===== src/common/fetch_pkg.sv =====
package fetch_pkg;

    localparam int xlen = 32;
    localparam logic [xlen-1:0] reset_pc = 32'h8000_0000;

    // class of a fetched word, as far as fetch needs to know
    typedef enum logic [2:0] {
        plain,
        jal,
        jalr,
        load,
        mul,
        div
    } inst_class_t;

    // instruction memory request, one strobe per fetch
    typedef struct packed {
        logic            valid;
        logic [xlen-1:0] addr;
    } fetch_req_t;

    // instruction memory response
    typedef struct packed {
        logic            valid;
        logic [xlen-1:0] data;
    } fetch_rsp_t;

    // decode result handed to the pc register
    typedef struct packed {
        inst_class_t     cls;
        logic [xlen-1:0] target;
        logic            redirect;
        logic            hold_jalr;
    } pc_ctrl_t;

endpackage


===== src/fetch/pc_gen.sv =====
module pc_gen
    import fetch_pkg::*;
#(
    parameter logic [xlen-1:0] reset_pc = fetch_pkg::reset_pc
) (
    input  logic            clk,
    input  logic            rst_n,
    input  logic            fetch_done,
    input  pc_ctrl_t        ctrl,
    input  logic            mul_done,
    input  logic            div_done,
    output logic            fetch_en,
    output logic [xlen-1:0] pc
);

    logic            load_held;
    logic [xlen-1:0] pc_plus4;

    assign pc_plus4 = pc + xlen'(4);

    // fetch starts one cycle after reset release
    always_ff @(posedge clk or negedge rst_n) begin
        if (!rst_n) begin
            fetch_en <= 1'b0;
        end else begin
            fetch_en <= 1'b1;
        end
    end

    always_ff @(posedge clk or negedge rst_n) begin
        if (!rst_n) begin
            pc        <= reset_pc;
            load_held <= 1'b0;
        end else if (fetch_done) begin
            // the refetched load word must not hold a second time
            load_held <= (ctrl.cls == load) && !load_held;

            if (ctrl.cls == mul) begin
                if (mul_done) begin
                    pc <= pc_plus4;
                end
            end else if (ctrl.cls == div) begin
                if (div_done) begin
                    pc <= pc_plus4;
                end
            end else if (ctrl.cls == load && !load_held) begin
                pc <= pc;
            end else if (ctrl.hold_jalr) begin
                // wait one fetch for the jalr target
                pc <= pc;
            end else if (ctrl.redirect) begin
                pc <= ctrl.target;
            end else begin
                pc <= pc_plus4;
            end
        end
    end

    // every path into pc keeps it on a word boundary
    assert property (@(posedge clk) disable iff (!rst_n) pc[1:0] == 2'b00)
        else $error("pc_gen: misaligned pc %h", pc);

endmodule


===== src/fetch/imem_port.sv =====
module imem_port
    import fetch_pkg::*;
(
    input  logic            clk,
    input  logic            rst_n,
    input  logic            fetch_en,
    input  logic [xlen-1:0] pc,
    output fetch_req_t      imem_req,
    input  fetch_rsp_t      imem_rsp,
    output logic            fetch_done,
    output logic [xlen-1:0] rsp_word
);

    logic            busy;
    logic [xlen-1:0] last_word;

    // one request per fetch, never two outstanding
    always_comb begin
        imem_req.valid = fetch_en && !busy;
        imem_req.addr  = pc;
    end

    always_ff @(posedge clk or negedge rst_n) begin
        if (!rst_n) begin
            busy <= 1'b0;
        end else if (imem_req.valid) begin
            busy <= 1'b1;
        end else if (imem_rsp.valid) begin
            busy <= 1'b0;
        end
    end

    always_ff @(posedge clk) begin
        if (imem_rsp.valid) begin
            last_word <= imem_rsp.data;
        end
    end

    assign fetch_done = imem_rsp.valid;

    // decode sees the live word in the response cycle, else the last one
    assign rsp_word = imem_rsp.valid ? imem_rsp.data : last_word;

    // the memory only answers an outstanding request
    assert property (@(posedge clk) disable iff (!rst_n) imem_rsp.valid |-> busy)
        else $error("imem_port: response with no request outstanding");

endmodule


===== src/hw/next_pc_calc.sv =====
module next_pc_calc
    import fetch_pkg::*;
(
    input  logic            clk,
    input  logic            rst_n,
    input  logic            fetch_done,
    input  logic [xlen-1:0] rsp_word,
    input  logic [xlen-1:0] pc,
    input  logic [xlen-1:0] jalr_base,
    output pc_ctrl_t        ctrl
);

    localparam logic [6:0] op_jal  = 7'b1101111;
    localparam logic [6:0] op_jalr = 7'b1100111;
    localparam logic [6:0] op_load = 7'b0000011;
    localparam logic [6:0] op_reg  = 7'b0110011;
    localparam logic [6:0] f7_muldiv = 7'b0000001;

    inst_class_t     cls;
    logic [6:0]      opcode;
    logic [2:0]      funct3;
    logic [6:0]      funct7;
    logic [xlen-1:0] j_imm;
    logic [xlen-1:0] i_imm;
    logic [xlen-1:0] jalr_sum;
    logic            jalr_pend;
    logic [xlen-1:0] jalr_tgt;

    assign opcode = rsp_word[6:0];
    assign funct3 = rsp_word[14:12];
    assign funct7 = rsp_word[31:25];

    assign j_imm = {{12{rsp_word[31]}}, rsp_word[19:12], rsp_word[20],
                    rsp_word[30:21], 1'b0};
    assign i_imm = {{20{rsp_word[31]}}, rsp_word[31:20]};

    assign jalr_sum = jalr_base + i_imm;

    always_comb begin
        cls = plain;
        if (opcode == op_jal) begin
            cls = jal;
        end else if (opcode == op_jalr) begin
            cls = jalr;
        end else if (opcode == op_load) begin
            cls = load;
        end else if (opcode == op_reg && funct7 == f7_muldiv) begin
            // funct3 0..3 are the multiplies, 4..7 the divides
            cls = funct3[2] ? div : mul;
        end
    end

    // remember a jalr so that its refetch takes the target
    always_ff @(posedge clk or negedge rst_n) begin
        if (!rst_n) begin
            jalr_pend <= 1'b0;
        end else if (fetch_done) begin
            jalr_pend <= (cls == jalr) && !jalr_pend;
        end
    end

    always_ff @(posedge clk) begin
        if (fetch_done && cls == jalr && !jalr_pend) begin
            jalr_tgt <= {jalr_sum[xlen-1:1], 1'b0};
        end
    end

    always_comb begin
        ctrl.cls       = cls;
        ctrl.hold_jalr = (cls == jalr) && !jalr_pend;
        ctrl.redirect  = (cls == jal) || jalr_pend;
        ctrl.target    = jalr_pend ? jalr_tgt : pc + j_imm;
    end

endmodule


===== src/hw/muldiv_seq.sv =====
module muldiv_seq
    import fetch_pkg::*;
#(
    parameter int mul_cycles = 3,
    parameter int div_cycles = 8
) (
    input  logic        clk,
    input  logic        rst_n,
    input  logic        start,
    input  inst_class_t cls,
    input  logic        fetch_done,
    output logic        mul_done,
    output logic        div_done
);

    localparam int max_cycles = (mul_cycles > div_cycles) ? mul_cycles : div_cycles;
    localparam int cnt_w = $clog2(max_cycles + 1);

    logic             busy;
    logic             is_div;
    logic [cnt_w-1:0] cnt;
    logic [cnt_w-1:0] load_val;
    logic             finish;
    logic             fin_div;

    assign load_val = (cls == div) ? cnt_w'(div_cycles) : cnt_w'(mul_cycles);

    // a one-cycle op finishes straight from start
    assign finish  = (start && load_val == cnt_w'(1)) || (busy && cnt == cnt_w'(1));
    assign fin_div = start ? (cls == div) : is_div;

    always_ff @(posedge clk or negedge rst_n) begin
        if (!rst_n) begin
            busy     <= 1'b0;
            is_div   <= 1'b0;
            cnt      <= '0;
            mul_done <= 1'b0;
            div_done <= 1'b0;
        end else begin
            if (start) begin
                is_div <= (cls == div);
                cnt    <= load_val - cnt_w'(1);
                busy   <= load_val > cnt_w'(1);
            end else if (busy) begin
                cnt <= cnt - cnt_w'(1);
                if (cnt == cnt_w'(1)) begin
                    busy <= 1'b0;
                end
            end

            // done is a level until a fetch completion picks it up
            if (finish) begin
                mul_done <= !fin_div;
                div_done <= fin_div;
            end else if (fetch_done) begin
                mul_done <= 1'b0;
                div_done <= 1'b0;
            end
        end
    end

    // the top must wait for the previous result to be consumed
    assert property (@(posedge clk) disable iff (!rst_n)
        start |-> !busy && !mul_done && !div_done)
        else $error("muldiv_seq: start while unit not idle");

endmodule


===== src/hw/fetch_top.sv =====
module fetch_top
    import fetch_pkg::*;
#(
    parameter int              mul_cycles = 3,
    parameter int              div_cycles = 8,
    parameter logic [xlen-1:0] reset_pc   = fetch_pkg::reset_pc
) (
    input  logic            clk,
    input  logic            rst_n,
    input  logic [xlen-1:0] jalr_base,
    output fetch_req_t      imem_req,
    input  fetch_rsp_t      imem_rsp
);

    logic            fetch_en;
    logic [xlen-1:0] pc;
    logic            fetch_done;
    logic [xlen-1:0] rsp_word;
    pc_ctrl_t        ctrl;
    logic            mul_done;
    logic            div_done;
    logic            md_start;
    logic            md_active;

    // one start per mul/div word, refetches of it do not restart
    assign md_start = fetch_done && (ctrl.cls == mul || ctrl.cls == div) && !md_active;

    always_ff @(posedge clk or negedge rst_n) begin
        if (!rst_n) begin
            md_active <= 1'b0;
        end else if (md_start) begin
            md_active <= 1'b1;
        end else if (fetch_done && (mul_done || div_done)) begin
            md_active <= 1'b0;
        end
    end

    pc_gen #(
        .reset_pc(reset_pc)
    ) u_pc_gen (
        .clk       (clk),
        .rst_n     (rst_n),
        .fetch_done(fetch_done),
        .ctrl      (ctrl),
        .mul_done  (mul_done),
        .div_done  (div_done),
        .fetch_en  (fetch_en),
        .pc        (pc)
    );

    imem_port u_imem_port (
        .clk       (clk),
        .rst_n     (rst_n),
        .fetch_en  (fetch_en),
        .pc        (pc),
        .imem_req  (imem_req),
        .imem_rsp  (imem_rsp),
        .fetch_done(fetch_done),
        .rsp_word  (rsp_word)
    );

    next_pc_calc u_next_pc_calc (
        .clk       (clk),
        .rst_n     (rst_n),
        .fetch_done(fetch_done),
        .rsp_word  (rsp_word),
        .pc        (pc),
        .jalr_base (jalr_base),
        .ctrl      (ctrl)
    );

    muldiv_seq #(
        .mul_cycles(mul_cycles),
        .div_cycles(div_cycles)
    ) u_muldiv_seq (
        .clk       (clk),
        .rst_n     (rst_n),
        .start     (md_start),
        .cls       (ctrl.cls),
        .fetch_done(fetch_done),
        .mul_done  (mul_done),
        .div_done  (div_done)
    );

endmodule


===== config.mk =====
export PLATFORM = sky130hd
export DESIGN_NAME = fetch_top
export DESIGN_NICKNAME = d
export VERILOG_FILES = /design/src/common/fetch_pkg.sv /design/src/fetch/pc_gen.sv /design/src/fetch/imem_port.sv /design/src/hw/next_pc_calc.sv /design/src/hw/muldiv_seq.sv /design/src/hw/fetch_top.sv
export SDC_FILE = /design/constraint.sdc
export NUM_CORES = 1
export LEC_CHECK = 0
export BUFFER_PORTS_ARGS = -buffer_cell sky130_fd_sc_hd__buf_2
export CAP_MARGIN = 15
export CORE_ASPECT_RATIO = 1.2
export CORE_MARGIN = 2
export CORE_UTILIZATION = 59
export DETAILED_ROUTE_END_ITERATION = 6
export PLACE_DENSITY = 0.91
export SLEW_MARGIN = 20
export SYNTH_ARGS = -nofsm -noshare
export SYNTH_HDL_FRONTEND = slang
export SYNTH_SLANG_ARGS = --single-unit

===== constraint.sdc =====
create_clock -name clk -period 5.3 [get_ports clk]
set_input_delay 0 -clock clk [delete_from_list [all_inputs] [get_ports clk]]
set_output_delay 0 -clock clk [all_outputs]
set_load 0.02 [all_outputs]

; ---- Word level (Yosys, flattened, before mapping)
; Index checks and enable logic that the tools add are counted.
[word_totals]
register_bits = 108
latch_bits = 0
mem_bits_rw = 0
mem_bits_ro = 0
elab_cells = 88
memories = 0
[classes]
addsub = 5
mul = 0
div = 0
order_cmp = 1
eq_ne = 16
shifts = 0
n_mux = 27
bitwise = 0
n_reduce_logical = 25
[ops]
columns = cell, n
row1 = $mux W32, 9
row2 = $add A32 B32 Y32, 2
row3 = $add A32 B3 Y32 const B, 1
row4 = $eq A7 B7 Y1 const B, 2
row5 = $mux W3, 4
row6 = $mux W4, 3
row7 = $logic_and A1 B1 Y1, 11
row8 = $mux W1, 11
row9 = $eq A4 B1 Y1 const B, 2
row10 = $reduce_bool A2 Y1, 4
row11 = $sub A4 B1 Y4 const B, 2
row12 = $eq A7 B1 Y1 const B, 1
row13 = $eq A7 B2 Y1 const B, 1
row14 = $eq A7 B6 Y1 const B, 1
row15 = $eq A3 B2 Y1 const B, 2
row16 = $eq A3 B3 Y1 const B, 2
row17 = $logic_not A1 Y1, 5
row18 = $reduce_and A5 Y1, 1
row19 = $gt A4 B1 Y1 const B, 1
row20 = $logic_or A1 B1 Y1, 4
row21 = $eq A3 B1 Y1 const B, 1
row22 = $ne A3 B1 Y1 const B, 1
row23 = $ne A3 B2 Y1 const B, 1
row24 = $ne A3 B3 Y1 const B, 1
row25 = $ne A2 B1 Y1 const B, 1

; ---- Longest topological paths before layout
[depth]
word_depth = 14
ltp_mapped = 18
mapped_depth_nobuf = 15

; ---- Hierarchy
; Synthesis repeated with hierarchy kept, for this count alone.
[hier_totals]
hier_cells = 993
hier_area_um2 = 8853.5
[modules_own_cells]
columns = mod, n_inst, cells_per_inst, area_per_inst_um2, seq_area_each_um2
row1 = next_pc_calc, 1, 582, 4733.3, 955.9
row2 = pc_gen, 1, 266, 2194.6, 852.1
row3 = imem_port, 1, 105, 1471.4, 665.6
row4 = muldiv_seq, 1, 36, 404.1, 200.2
row5 = fetch_top, 1, 4, 50.0, 25.0

; ---- Worst setup path after synthesis
; No wires, ideal clock.
[synth_timing]
path_kind = register -> register
startpoint = register u_imem_port.last_word[4]
endpoint = register u_next_pc_calc.jalr_tgt[10], enable pin
setup_ns = 0.500
t_arrival_ns = 4.070
path_slack_ns = 0.730
path_stages_with_launch = 6
path_buffers = 0
synth_period_minus_slack_ns = 4.570
cell_sequence = dfxtp_1 mux2_2 nand3b_1 a2111oi_4 a21bo_1 nor4_1
[synth_between]
elab_chain_cells = 10
elab_cells_between_ends = 13
cone_classes = eq/ne: 5 / mux: 5 / reduce/logical: 3
[synth_lines]
columns = item, line
row1 = "start, declared", imem_port.sv:15  ; logic [xlen-1:0] last_word;
row2 = "start signal, assigned", imem_port.sv:35  ; last_word <= imem_rsp.data;
row3 = $mux W32 *, -
row4 = net rsp_word[4], fetch_top.sv:18  ; logic [xlen-1:0] rsp_word;
row5 = $eq A7 B6 Y1, next_pc_calc.sv:47  ; end else if (opcode == op_reg && funct7 == f7_muldiv) begin
row6 = $logic_and A1 B1 Y1, next_pc_calc.sv:47
row7 = $mux W3, next_pc_calc.sv:47
row8 = $mux W3, next_pc_calc.sv:45  ; end else if (opcode == op_load) begin
row9 = $mux W3, next_pc_calc.sv:43  ; end else if (opcode == op_jalr) begin
row10 = $mux W3 *, next_pc_calc.sv:41  ; if (opcode == op_jal) begin
row11 = $eq A3 B2 Y1 *, next_pc_calc.sv:63  ; if (fetch_done && cls == jalr && !jalr_pend) begin
row12 = $logic_and A1 B1 Y1 * (2 in a row), next_pc_calc.sv:63
row13 = "end signal, assigned", next_pc_calc.sv:64  ; jalr_tgt <= {jalr_sum[xlen-1:1], 1'b0};
row14 = "end, declared", next_pc_calc.sv:27  ; logic [xlen-1:0] jalr_tgt;
; Mark *: on every way through the listed nets, which the timed path passes. The rest lies on a longest branch.
; A chain may end at the register's enable or synchronous reset.

; ---- Worst setup path in the final report
[layout_timing]
startpoint = register u_imem_port.last_word[0]
endpoint = register u_pc_gen.pc[21]
[layout_between]
elab_chain_cells = 14
elab_cells_between_ends = 28
cone_classes = eq/ne: 13 / mux: 10 / reduce/logical: 5
[layout_lines]
columns = item, line
row1 = $mux W32 *, -
row2 = $eq A7 B6 Y1, next_pc_calc.sv:47
row3 = $logic_and A1 B1 Y1, next_pc_calc.sv:47
row4 = $mux W3, next_pc_calc.sv:47
row5 = $mux W3, next_pc_calc.sv:45
row6 = $mux W3, next_pc_calc.sv:43
row7 = $mux W3 *, next_pc_calc.sv:41
row8 = $eq A3 B1 Y1, next_pc_calc.sv:71  ; ctrl.redirect = (cls == jal) || jalr_pend;
row9 = $logic_or A1 B1 Y1, next_pc_calc.sv:71
row10 = $mux W32, pc_gen.sv:51  ; end else if (ctrl.redirect) begin
row11 = $mux W32, pc_gen.sv:48  ; end else if (ctrl.hold_jalr) begin
row12 = $mux W32, pc_gen.sv:46  ; end else if (ctrl.cls == load && !load_held) begin
row13 = $mux W32, pc_gen.sv:42  ; end else if (ctrl.cls == div) begin
row14 = $mux W32, pc_gen.sv:38  ; if (ctrl.cls == mul) begin
row15 = "end signal, assigned", pc_gen.sv:40  ; pc <= pc_plus4;
row16 = "end signal, assigned", pc_gen.sv:44  ; pc <= pc_plus4;
row17 = "end signal, assigned", pc_gen.sv:47  ; pc <= pc;
row18 = "end, declared", pc_gen.sv:13  ; output logic [xlen-1:0] pc
; Every way passes the cells marked *; elsewhere a longest branch is shown, timed or not. The select of a mux whose other input is x is not followed.

==> results.txt <==
post-cts resize count = 0
commonest non-fill, non-tap cell in the layout = buf_2
clock share of power = 16.9%
worst hold-check path type = input port to flip-flop
layout cells sized above 1 = 16.0%
vias in the first global route = 7263
Net Sw Frac = 44.4%
CORE AREA = 12700 µm²
Pre-antenna DRT Iters = 5
synth unique cells = 74
pre-CTS setup slack = 1400 ps
Initial Util = 60.5%
DIE WIDTH = 108 µm
hold path start = imem_rsp[21]
Hold Violations, Final = 1
EDFF count, synth = 31
worst-skew pair later-pin latency = 360 ps
synthesis-stage register bit count = 102
vias post-DR = 7400
hpwl dp = 14600 µm
Slew Limit Fails = 0
Ys Warns = 0
Setup CP Type = flip-flop to flip-flop
Syn Nets = 1008
synthesized area = 7700 µm²
net load switching power = 1.78 mW
I/O Buffers = 93
Num CTS Buffers = 9
Pleak = 3.92 nW
DP Area = 8310 µm²
Final Setup Violations = 0
Vert. Die Dim = 129 µm
failing checks = negative hold slack
Worst Hold End = u_imem_port.last_word[21]
Remaining DRCs = 0
P_int = 2.23 mW
Clock Pin Slew Worst Setup and Hold Paths = 70 ps
arrival time of the worst setup path = 3850 ps
Final min period = 3610 ps
TritonCTS clock tree = yes
number of placed I/O pins = 100
worst flop-to-flop path endpoint = u_pc_gen.pc[21]
Hold Slack = -5.11 ps
fin crit share = 68.1%
global route overflow = 0
Pwr per Cell Area = 452 nW/µm²
Peak Freq = 277 MHz
row cnt = 45
Filler Cell Count = 961
final core utilization = 69.7%
CP max FO = 30
Worst setup EP type = flip-flop
detailed-route wire length = 21300 µm
VDD IR max = 289 µV
CTS root buffer = clkbuf_16
Sink Count = 102
Crit path required time = 5540 ps
Seq. cell area = 2570 µm²
status = finished, violations left
design area = 8860 µm²
flop2flop setup slack = 1690 ps
RR Startpoint = u_imem_port.last_word[0]
worst-margin pin slew = 905 ps
first-pass GRT wire length = 34500 µm
hold path depth = 3
total global-route track usage = 31.1%
commonest cells after routing, fill and taps aside = buf_2, a21oi_1, nand2_1
register area share after synthesis = 33.4%
Flop pwr share = 30.5%
final antenna-violating net count = 0
P&R area growth vs syn = 15.1%
GPL Wtd Cong = 0.952
clock buffer depth = 2
final worst slack = 1690 ps
CTS H-tree lvls = 3
pin count of the biggest net entering global routing = 49
DRT iter0 DRCs = 666
top_reg_cell synth = dfrtp_1
Diodes inserted = 0
Avg Inst Size Synth = 8.79 µm²
RSZ-0062 raised after global routing = no
worst r2r path cells = 8
vias per inst = 6.41
routed wire length per instance = 18.5 µm
footprint of the multi-input gates = 4900 µm²
Gate power share = 52.6%
initial antenna violation count = 0
Die ar. = 14000 µm²
Mapped Cells = 876
maxcap violations = 0
asr flop ratio synth = 43.1%
Slew Limit Headroom = 38.8%
setup_tns = 0 ps
Startpoint Class = flip-flop
skew final = 8.57 ps
Final Net Count = 1118
-- cell families after synthesis --
logic type | synth area share (%)
adder cells (fa/ha/maj) | 10.8
multiplexers | 4.63
flip-flops | 33.4
AND/OR/NAND/NOR | 17.2
buffers and inverters | 3.06
AO/OA/AOI/OAI | 24.6
XOR/XNOR | 6.26
other | 0.0975
-- power by group through the flow --
stage	Combinational [mW]	Clock (mW)	Sequential [mW]
6_report	2.11	0.676	1.22
2_1_floorplan	1.43	0	1.30
5_1_grt	2.31	0.709	1.24
3_3_place_gp	1.97	0	1.22
4_1_cts	2.07	0.674	1.21
3_5_place_dp	2.03	0	1.22
-- how the worst max path moves through the flow --
stage / startpoint / cells after the start / slack (ps) / to
CTS: u_imem_port.last_word[22] / 13 / 1740 / u_next_pc_calc.jalr_tgt[30]
global route: imem_rsp[32] / 12 / 1350 / u_pc_gen.pc[28]
global placement: imem_rsp[32] / 14 / 1470 / u_next_pc_calc.jalr_tgt[30]
detailed placement: imem_rsp[32] / 14 / 1400 / u_next_pc_calc.jalr_tgt[30]
floorplan: u_imem_port.last_word[4] / 5 / 730 / u_next_pc_calc.jalr_tgt[10]
finish: u_imem_port.last_word[0] / 8 / 1690 / u_pc_gen.pc[21]
-- metal layers --
metal / GRT usage, % / up-vias / part of all wire [%]
met4: 14.9 / 0 / 4.3
met2: 53.4 / 419 / 48
met1: 36.9 / 3406 / 39
met3: 6.84 / 88 / 8.7
met5: 0 / - / 0
li1: - / 3487 / -
-- area by class of cell --
class | instances | area share, %
clock buffer | 10 | 2.82
clock inverter | 6 | 0.593
timing repair buffer | 125 | 8.69
inverter | 31 | 1.31
tap | 164 | 2.31
sequential | 102 | 29.0
multi-input combinational | 717 | 55.2
-- critical path: stages (launching register included) --
cell	delay, ps
dfxtp_1	360
nor4bb_1	370
or2_2	190
nor4b_1	730
nor2_1	110
o22ai_1	320
a21bo_2	630
nor2_1	360
a221o_1	390
-- stage by stage --
stage          total power [mW]  cells
2_1_floorplan              2.73    876
3_3_place_gp               3.19   1114
3_5_place_dp               3.25   1114
4_1_cts                    3.95   1155
5_1_grt                    4.27   1155
6_report                   4.01   1155
-- state kept, by name (all words and copies together) (netlist names) --
name,cells
u_muldiv_seq.busy,1
u_muldiv_seq.cnt,4
md_active,1
u_pc_gen.pc,31
u_next_pc_calc.jalr_tgt,31
u_muldiv_seq.div_done,1
u_muldiv_seq.mul_done,1
u_pc_gen.fetch_en,1
u_muldiv_seq.is_div,1
u_imem_port.last_word,27
u_next_pc_calc.jalr_pend,1
u_imem_port.busy,1
u_pc_gen.load_held,1
-- what timing repair did --
| item | 4_1_cts | 5_1_grt |
|---|---|---|
| endpoints found under the hold margin | 67 | 0 |
| hold buffers | 25 | 0 |
| setup buffers | 0 | 0 |
-- cells in the mapped netlist, types with 4 or more instances --
cell type | number | share of area (%)
inv_1 | 30 | 1.5
dfxtp_1 | 27 | 7.0
nor2_1 | 65 | 3.2
a21oi_1 | 87 | 5.7
nand3_1 | 29 | 1.9
dfrtp_1 | 43 | 14
xnor2_1 | 41 | 4.7
a311oi_1 | 5 | 0.57
nand2b_1 | 14 | 1.1
a211oi_1 | 12 | 1.2
o21a_1 | 8 | 0.78
o21bai_1 | 5 | 0.49
ha_1 | 63 | 10
buf_2 | 8 | 0.52
mux2_2 | 21 | 3.1
a221o_1 | 5 | 0.65
a21o_1 | 35 | 3.4
clkbuf_1 | 13 | 0.63
nand4_1 | 10 | 0.81
nor3_1 | 14 | 0.91
o22a_1 | 4 | 0.46
and2_1 | 6 | 0.49
nand2_1 | 77 | 3.8
o21ai_0 | 61 | 4.0
or2_2 | 10 | 0.81
a31oi_1 | 11 | 0.89
nor4_1 | 7 | 0.57
mux2i_1 | 12 | 1.6
o211ai_1 | 8 | 0.78
edfxtp_1 | 31 | 12
and3_1 | 12 | 0.98
xor2_1 | 14 | 1.6
o22ai_1 | 8 | 0.65
nor2b_1 | 13 | 1.1
Power figures use the tool's default switching activity.
